File: config.mk
export PLATFORM = sky130hd
export DESIGN_NAME = skdecode_s1s2_top
export DESIGN_NICKNAME = d
export VERILOG_FILES = /design/src/source/mldsa_params_pkg.sv /design/src/source/skdecode_pkg.sv /design/src/source/skdecode_stream_if.sv /design/src/source/coeff_mem_writer.sv /design/src/source/s1s2_unpack_lane.sv /design/src/source/sk_beat_receiver.sv /design/src/source/skdecode_s1s2_top.sv
export SDC_FILE = /design/constraint.sdc
export NUM_CORES = 1
export LEC_CHECK = 0
export BUFFER_PORTS_ARGS = -buffer_cell sky130_fd_sc_hd__buf_2
export CORE_MARGIN = 4
export CORE_UTILIZATION = 33
export CTS_CLUSTER_SIZE = 20
export DETAILED_ROUTE_END_ITERATION = 12
export HOLD_SLACK_MARGIN = 0.15
export SLEW_MARGIN = 20
export SYNTH_ARGS = -nofsm -noshare
export SYNTH_HDL_FRONTEND = slang
export SYNTH_SLANG_ARGS = --single-unit
File: constraint.sdc
create_clock -name clk -period 5.7 [get_ports clk]
set_input_delay 1.14 -clock clk [delete_from_list [all_inputs] [get_ports clk]]
set_output_delay 1.14 -clock clk [all_outputs]
set_load 0.02 [all_outputs]
File: src/source/mldsa_params_pkg.sv
// ML-DSA-87 algorithm constants used by the secret-key s1/s2 decode path.
// Referenced by scoped name from the decoder package, the RTL and the testbench.

package mldsa_params_pkg;

    // prime modulus of the ring, all coefficients live in [0, q-1]
    localparam int unsigned mldsa_q = 8380417;

    // ML-DSA-87 uses eta = 2, so packed values run from 0 to 2*eta
    localparam int unsigned mldsa_eta = 2;

    // bits per packed eta field, bitlen(2*eta)
    localparam int unsigned eta_size = 3;

    // bits per stored coefficient, wide enough for any value below q
    localparam int unsigned reg_size = 24;

    // coefficients per polynomial
    localparam int unsigned mldsa_n = 256;

    // s1 holds L polynomials and s2 holds K polynomials
    localparam int unsigned mldsa_l = 7;
    localparam int unsigned mldsa_k = 8;

endpackage

File: src/source/skdecode_pkg.sv
// Structural constants and data types of the s1/s2 decoder.
// Widths derive from the algorithm constants, so both packages must compile in order.

package skdecode_pkg;

    // one packed beat carries this many eta fields
    localparam int unsigned num_lanes = 8;

    // coefficients packed into one memory word, lowest lane in the lowest bits
    localparam int unsigned coeffs_per_word = 4;
    localparam int unsigned words_per_beat = num_lanes / coeffs_per_word;

    // all L+K polynomials, 960 words for ML-DSA-87
    localparam int unsigned total_words =
        (mldsa_params_pkg::mldsa_l + mldsa_params_pkg::mldsa_k) *
        mldsa_params_pkg::mldsa_n / coeffs_per_word;
    localparam int unsigned addr_width = 10;

    typedef logic [mldsa_params_pkg::eta_size-1:0] eta_field_t;
    typedef logic [mldsa_params_pkg::reg_size-1:0] coeff_t;

    // field i sits in bits 3i to 3i+2
    typedef logic [num_lanes*mldsa_params_pkg::eta_size-1:0] sk_beat_t;

    // one lane output, the error bit marks a field above 2*eta
    typedef struct packed {
        coeff_t coeff;
        logic   error;
    } lane_result_t;

    typedef lane_result_t [num_lanes-1:0] lane_bundle_t;
    typedef eta_field_t [num_lanes-1:0] field_bundle_t;

    typedef logic [coeffs_per_word*mldsa_params_pkg::reg_size-1:0] mem_word_t;
    typedef logic [addr_width-1:0] mem_addr_t;

endpackage

File: src/source/skdecode_stream_if.sv
// Valid/ready stream between the decoder blocks, with the payload type as a parameter.
// The source holds payload stable while valid is high and ready is low.

`timescale 1ns/1ps

interface skdecode_stream_if #(
    parameter type payload_t = logic
);

    // a transfer happens on a clock edge where valid and ready are both high
    logic     valid;
    logic     ready;
    payload_t payload;

    // status runs from the sink back to the source
    // it is high while the sink has halted on a key error and drops every beat
    logic     status;

    modport src (
        output valid,
        output payload,
        input  ready,
        input  status
    );

    modport dst (
        input  valid,
        input  payload,
        output ready,
        output status
    );

endinterface

File: src/source/coeff_mem_writer.sv
// Coefficient memory writer. It accepts a bundle of lane results and writes it
// as consecutive memory words, four coefficients each, while counting addresses.
// It raises done after the last word and latches a sticky key error until start.

`timescale 1ns/1ps

module coeff_mem_writer (
    input  logic                    clk,
    input  logic                    rst_n_i,
    input  logic                    start_i,
    skdecode_stream_if.dst          result_i,
    output logic                    mem_we_o,
    output skdecode_pkg::mem_addr_t mem_addr_o,
    output skdecode_pkg::mem_word_t mem_wdata_o,
    output logic                    done_o,
    output logic                    error_o
);

    logic                                            busy_q;
    logic [$clog2(skdecode_pkg::words_per_beat)-1:0] word_q;
    skdecode_pkg::mem_addr_t                         addr_q;
    logic                                            done_q;
    logic                                            error_q;
    skdecode_pkg::lane_bundle_t                      bundle_q;
    logic                                            accept;
    logic                                            beat_error;
    logic                                            last_word;

    // only an idle writer takes a beat, so at most one bundle is held here
    // start takes priority, so nothing is accepted in the start cycle
    assign result_i.ready  = !busy_q && !start_i;
    assign result_i.status = error_q;
    assign accept          = result_i.valid && result_i.ready;

    // one bad field spoils the whole beat
    always_comb begin
        beat_error = 1'b0;
        for (int i = 0; i < skdecode_pkg::num_lanes; i++) begin
            beat_error = beat_error | result_i.payload[i].error;
        end
    end

    assign last_word = (word_q == ($bits(word_q))'(skdecode_pkg::words_per_beat - 1));

    always_ff @(posedge clk or negedge rst_n_i) begin
        if (!rst_n_i) begin
            busy_q  <= 1'b0;
            word_q  <= '0;
            addr_q  <= '0;
            done_q  <= 1'b0;
            error_q <= 1'b0;
        end else if (start_i) begin
            // a new run restarts at address 0 with both flags cleared
            busy_q  <= 1'b0;
            word_q  <= '0;
            addr_q  <= '0;
            done_q  <= 1'b0;
            error_q <= 1'b0;
        end else if (busy_q) begin
            // every busy cycle writes one word
            addr_q <= addr_q + 1'b1;
            if (addr_q == skdecode_pkg::mem_addr_t'(skdecode_pkg::total_words - 1)) begin
                done_q <= 1'b1;
            end
            if (last_word) begin
                busy_q <= 1'b0;
                word_q <= '0;
            end else begin
                word_q <= word_q + 1'b1;
            end
        end else if (accept) begin
            // an errored beat is dropped and halts the run
            // beats after an error or after done are taken and discarded
            if (beat_error) begin
                error_q <= 1'b1;
            end else if (!error_q && !done_q) begin
                busy_q <= 1'b1;
            end
        end
    end

    // payload register, qualified by busy_q
    always_ff @(posedge clk) begin
        if (accept) begin
            bundle_q <= result_i.payload;
        end
    end

    // word_q selects which group of lanes goes out, coefficient 0 in the low bits
    always_comb begin
        for (int j = 0; j < skdecode_pkg::coeffs_per_word; j++) begin
            mem_wdata_o[j*mldsa_params_pkg::reg_size +: mldsa_params_pkg::reg_size] =
                bundle_q[int'(word_q)*skdecode_pkg::coeffs_per_word + j].coeff;
        end
    end

    assign mem_we_o   = busy_q;
    assign mem_addr_o = addr_q;
    assign done_o     = done_q;
    assign error_o    = error_q;

endmodule

File: src/source/s1s2_unpack_lane.sv
// One unpack lane, which turns a packed eta field into its s1/s2 coefficient.
// The coefficient is eta minus the field value, reduced mod q. Fields above 2*eta are errors.

`timescale 1ns/1ps

module s1s2_unpack_lane (
    input  skdecode_pkg::eta_field_t   field_i,
    output skdecode_pkg::lane_result_t result_o
);

    always_comb begin
        result_o = '0;

        if (field_i > skdecode_pkg::eta_field_t'(2 * mldsa_params_pkg::mldsa_eta)) begin
            // values 5 to 7 cannot come from a valid key
            // the coefficient stays 0 and only the error bit is set
            result_o.error = 1'b1;
        end else if (field_i <= skdecode_pkg::eta_field_t'(mldsa_params_pkg::mldsa_eta)) begin
            // 0, 1 and 2 give the non-negative results 2, 1 and 0
            result_o.coeff = skdecode_pkg::coeff_t'(mldsa_params_pkg::mldsa_eta) -
                             skdecode_pkg::coeff_t'(field_i);
        end else begin
            // 3 and 4 give -1 and -2, which wrap to q-1 and q-2
            result_o.coeff = skdecode_pkg::coeff_t'(mldsa_params_pkg::mldsa_q +
                                                    mldsa_params_pkg::mldsa_eta) -
                             skdecode_pkg::coeff_t'(field_i);
        end
    end

endmodule

File: src/source/sk_beat_receiver.sv
// Four-phase req/ack receiver for packed secret-key beats.
// Each captured beat is split into its eta fields and offered on the field stream.

`timescale 1ns/1ps

module sk_beat_receiver (
    input  logic                   clk,
    input  logic                   rst_n_i,
    input  logic                   sk_req_i,
    input  skdecode_pkg::sk_beat_t sk_data_i,
    output logic                   sk_ack_o,
    skdecode_stream_if.src         field_o
);

    // the handshake only needs to know whether ack is currently raised
    typedef enum logic {
        HS_IDLE,
        HS_ACK
    } hs_state_e;

    hs_state_e              hs_state_q;
    logic                   req_q;
    logic                   valid_q;
    skdecode_pkg::sk_beat_t beat_q;
    logic                   capture;

    // req comes from another domain, so it is only looked at after one register
    // a new beat is taken only when the previous one has left or leaves on this edge
    assign capture = (hs_state_q == HS_IDLE) && req_q && (!valid_q || field_o.ready);

    always_ff @(posedge clk or negedge rst_n_i) begin
        if (!rst_n_i) begin
            req_q      <= 1'b0;
            hs_state_q <= HS_IDLE;
            valid_q    <= 1'b0;
        end else begin
            req_q <= sk_req_i;

            case (hs_state_q)
                HS_IDLE: begin
                    // ack rises together with the capture
                    if (capture) begin
                        hs_state_q <= HS_ACK;
                    end
                end
                HS_ACK: begin
                    // ack falls one cycle after req is seen low
                    if (!req_q) begin
                        hs_state_q <= HS_IDLE;
                    end
                end
                default: hs_state_q <= HS_IDLE;
            endcase

            // once the sink has halted, beats are acked but never offered
            if (capture) begin
                valid_q <= !field_o.status;
            end else if (field_o.ready) begin
                valid_q <= 1'b0;
            end
        end
    end

    // the beat register needs no reset since valid qualifies it
    always_ff @(posedge clk) begin
        if (capture) begin
            beat_q <= sk_data_i;
        end
    end

    // field i is taken from bits 3i upward, in field order
    always_comb begin
        for (int i = 0; i < skdecode_pkg::num_lanes; i++) begin
            field_o.payload[i] = beat_q[i*mldsa_params_pkg::eta_size +: mldsa_params_pkg::eta_size];
        end
    end

    assign field_o.valid = valid_q;
    assign sk_ack_o      = (hs_state_q == HS_ACK);

endmodule

File: src/source/skdecode_s1s2_top.sv
// Top of the s1/s2 secret-key decode path with plain ports only.
// Beats enter over four-phase req/ack and leave as 96-bit coefficient memory writes.

`timescale 1ns/1ps

module skdecode_s1s2_top (
    input  logic                    clk,
    input  logic                    rst_n_i,
    input  logic                    start_i,
    input  logic                    sk_req_i,
    input  skdecode_pkg::sk_beat_t  sk_data_i,
    output logic                    sk_ack_o,
    output logic                    mem_we_o,
    output skdecode_pkg::mem_addr_t mem_addr_o,
    output skdecode_pkg::mem_word_t mem_wdata_o,
    output logic                    done_o,
    output logic                    error_o
);

    // raw fields from the receiver, then decoded lane results for the writer
    skdecode_stream_if #(.payload_t(skdecode_pkg::field_bundle_t)) field_s ();
    skdecode_stream_if #(.payload_t(skdecode_pkg::lane_bundle_t)) result_s ();

    skdecode_pkg::lane_result_t lane_res [skdecode_pkg::num_lanes];

    sk_beat_receiver u_receiver (
        .clk      (clk),
        .rst_n_i  (rst_n_i),
        .sk_req_i (sk_req_i),
        .sk_data_i(sk_data_i),
        .sk_ack_o (sk_ack_o),
        .field_o  (field_s)
    );

    // the lanes add no delay, so handshake and status go straight across
    assign result_s.valid = field_s.valid;
    assign field_s.ready  = result_s.ready;
    assign field_s.status = result_s.status;

    // one lane per packed field
    for (genvar g = 0; g < skdecode_pkg::num_lanes; g++) begin : g_lane
        s1s2_unpack_lane u_lane (
            .field_i (field_s.payload[g]),
            .result_o(lane_res[g])
        );
    end

    always_comb begin
        for (int i = 0; i < skdecode_pkg::num_lanes; i++) begin
            result_s.payload[i] = lane_res[i];
        end
    end

    coeff_mem_writer u_writer (
        .clk        (clk),
        .rst_n_i    (rst_n_i),
        .start_i    (start_i),
        .result_i   (result_s),
        .mem_we_o   (mem_we_o),
        .mem_addr_o (mem_addr_o),
        .mem_wdata_o(mem_wdata_o),
        .done_o     (done_o),
        .error_o    (error_o)
    );

endmodule

==> results.toml <==
[yosys]
yosysUniqueCellTypes = 40
synth-edff-count = 80
synthesis.nets = 489
synth_warnings = 0
synthArstFlopShare = 0.175
synthFlopType = "edfxtp_1"
ys_seq_area_frac = 0.550
ys_ff_latch = 97
synth_area_sq_um = 5140
syn_avg_cell_area_sq_um = 11.8
synth_cells = 434

[power]
sw_frac_of_total = 0.248
leakage_nw = 2.54
power_density_nw_per_um2 = 290
pwr-share-seq = 0.495
power_frac_clock = 0.370
ir_drop_mv = 0.164
pwr-share-comb = 0.135
switching_power_w = 0.000423
p_int_w = 0.00128

[worst_setup_path]
crit_fanout = 16
slowest_delay_ns = 0.72
cp_slowest_cell = "dfrtp_1"
cp_cell_sequence = "buf_4 -> mux2_2 -> buf_2"
cp-start-kind = "flop"
r2r_setup_slack_ns = 3.65
r2r_start = "u_writer.mem_we_o$_DFF_PN0_"
crit_arrival_ns = 2.04
worstPathRequired_ns = 4.56
path_class = "flop to primary output"
rr_worst_depth = 3
end_kind = "primary output"
r2r_end = "u_writer.bundle_q[38]$_SDFFCE_PP0P_"

[sta]
finClkSkew_ns = 0.00654
period_share = 0.558
relSlewSlack = 0.383
finalSetupViolCount = 0
worst_pin_slew_ns = 0.924
hold_violations = 0
fmax_ghz = 0.314
fin_setup_tns_ns = 0
drv_slew = 0
finalCriticalPeriod_ns = 3.18
rsz0062_at_grt = "false"
timing.final.ws_setup_ns = 2.52

[worst_hold_path]
whs_endpoint = "u_receiver.sk_ack_o$_DFF_PN0_"
hold_depth = 1
hold_path.class = "flop to flop"
hold_start = "u_receiver.req_q$_DFF_PN0_"

[run]
cap_violations = 0

[cts]
cts_buffers = 9
cts_root_buffer = "clkbuf_16"
cts_tree = "yes"
cts-resized-gates = 0
clock_path_buffers = 2
worstSkewPairLatency_ns = 0.34
hold_buffers = 0
cts-htree-levels = 3
clock-sinks = 97
clkTransAtPathRegs_ns = 0.06
postCtsSetupRepairBufs = 0

[grt]
grt_use_total = 0.109
overflow = 0
grt_pass1_wl_microns = 15400
grt_max_degree = 58
grt_pass1_vias = 3105
antenna_found_initial = 0

[placement]
port_buffers = 137
dpl.hpwl_microns = 7220
place_congestion = 0.819
dp_slack_ns = 2.82

[route]
vias = 3171
route.detailed.drc = 0
wl_per_cell_microns = 13.1
wirelength_microns = 9460
viasPerCell = 4.39
antenna_left = 0
drtIter0Drc = 167
firstDrtPassIters = 4

[floorplanning]
fp.coreArea_sq_um = 15300
die-area_sq_um = 17600
die_h_microns = 133
pin_count = 138
die_x_microns = 133
initial_core_util = 0.337
rows = 45

[cells_and_area]
final_common_cell = "buf_2"
n_antenna_cell = 0
drive_gt1_frac = 0.364
layout.nets = 561
mostFrequentLayoutCells = "buf_2 (137), edfxtp_1 (80), nand2_1 (31)"
syn_to_final_growth_pct = 14.2

[status]
status = "completed"
-- synthesized netlist by cell type, types with 9 or more instances --
| cell | n | area share |
|---|---|---|
| edfxtp_1 | 80 | 0.47 |
| nor2_1 | 24 | 0.018 |
| clkbuf_1 | 9 | 0.0066 |
| xnor2_1 | 11 | 0.019 |
| nand3_1 | 15 | 0.015 |
| nand2_1 | 31 | 0.023 |
| inv_1 | 31 | 0.023 |
| o21ai_0 | 13 | 0.013 |
| dfrtp_1 | 17 | 0.083 |
| mux2_2 | 28 | 0.061 |
| buf_4 | 68 | 0.099 |
| ha_1 | 27 | 0.066 |
| nand2b_1 | 12 | 0.015 |
-- metal layers --
metal | track usage | part of all wire | wire length, microns | up-vias
met5 | 0 | 0 | 0 | -
met1 | 0.130 | 0.42 | 3990 | 1475
met2 | 0.189 | 0.51 | 4810 | 95
li1 | - | - | - | 1592
met4 | 0.0329 | 0.012 | 112 | 0
met3 | 0.0350 | 0.058 | 552 | 9
-- per-stage QoR --
stage	cells	utilization	hold slack (ns)	instance area, sq um	power (W)
2_1_floorplan	434	-	0.459	5140	0.00105
3_3_place_gp	706	0.364	0.465	5560	0.00109
3_5_place_dp	706	0.364	0.472	5560	0.00109
4_1_cts	722	0.385	0.494	5870	0.00173
5_1_grt	722	0.385	0.511	5870	0.00178
6_report	722	0.385	0.491	5870	0.00170
-- cells by family after synthesis --
| group | Yosys count | share of synthesized area |
|---|---|---|
| AO/OA/AOI/OAI | 50 | 0.0650 |
| XOR/XNOR | 14 | 0.0239 |
| adder cells (fa/ha/maj) | 27 | 0.0657 |
| buffers and inverters | 109 | 0.129 |
| flip-flops | 97 | 0.550 |
| multiplexers | 29 | 0.0633 |
| AND/OR/NAND/NOR | 108 | 0.103 |
-- cell type report --
type,instances,area [sq um]
clock buffer,10,229
multi-input combinational,228,1650
inverter,31,118
sequential,97,2830
timing repair buffer,139,701
tap,211,264
fill,1471,9390
clock inverter,6,82.6
-- worst max-delay path, delay by kind of cell, from the launching register on --
family | cells | cell delay [ns]
buffers and inverters | 2 | 0.54
flip-flops | 1 | 0.72
multiplexers | 1 | 0.43
-- power by group through the flow --
stage / registers (W) / logic [W] / clock network (W)
finish: 0.000843 / 0.000230 / 0.000630
global route: 0.000847 / 0.000254 / 0.000682
CTS: 0.000843 / 0.000235 / 0.000651
detailed placement: 0.000858 / 0.000235 / 0
global placement: 0.000856 / 0.000230 / 0
floorplan: 0.000850 / 0.000198 / 0
-- registers in the layout (all words and copies together), names as in the netlist --
signal and count:
u_writer.mem_we_o 1, u_writer.done_o 1, u_writer.bundle_q 56, u_writer.last_word 1, u_receiver.req_q 1, u_writer.error_o 1
u_receiver.field_o.valid 1, u_writer.mem_addr_o 10, u_receiver.field_o.payload 24, u_receiver.sk_ack_o 1
-- worst max path at each step --
stage | startpoint | depth (start not counted) | endpoint
after floorplan | start_i | 2 | u_receiver.field_o.payload[0]$_DFFE_PP_
after global placement | u_writer.last_word$_DFFE_PN0N_ | 3 | mem_wdata_o[51]
after detailed placement | u_writer.last_word$_DFFE_PN0N_ | 3 | mem_wdata_o[53]
after CTS | u_writer.last_word$_DFFE_PN0N_ | 3 | mem_wdata_o[53]
after global routing | u_writer.last_word$_DFFE_PN0N_ | 3 | mem_wdata_o[59]
final | u_writer.last_word$_DFFE_PN0N_ | 3 | mem_wdata_o[53]
(Power assumes the default switching activity.)
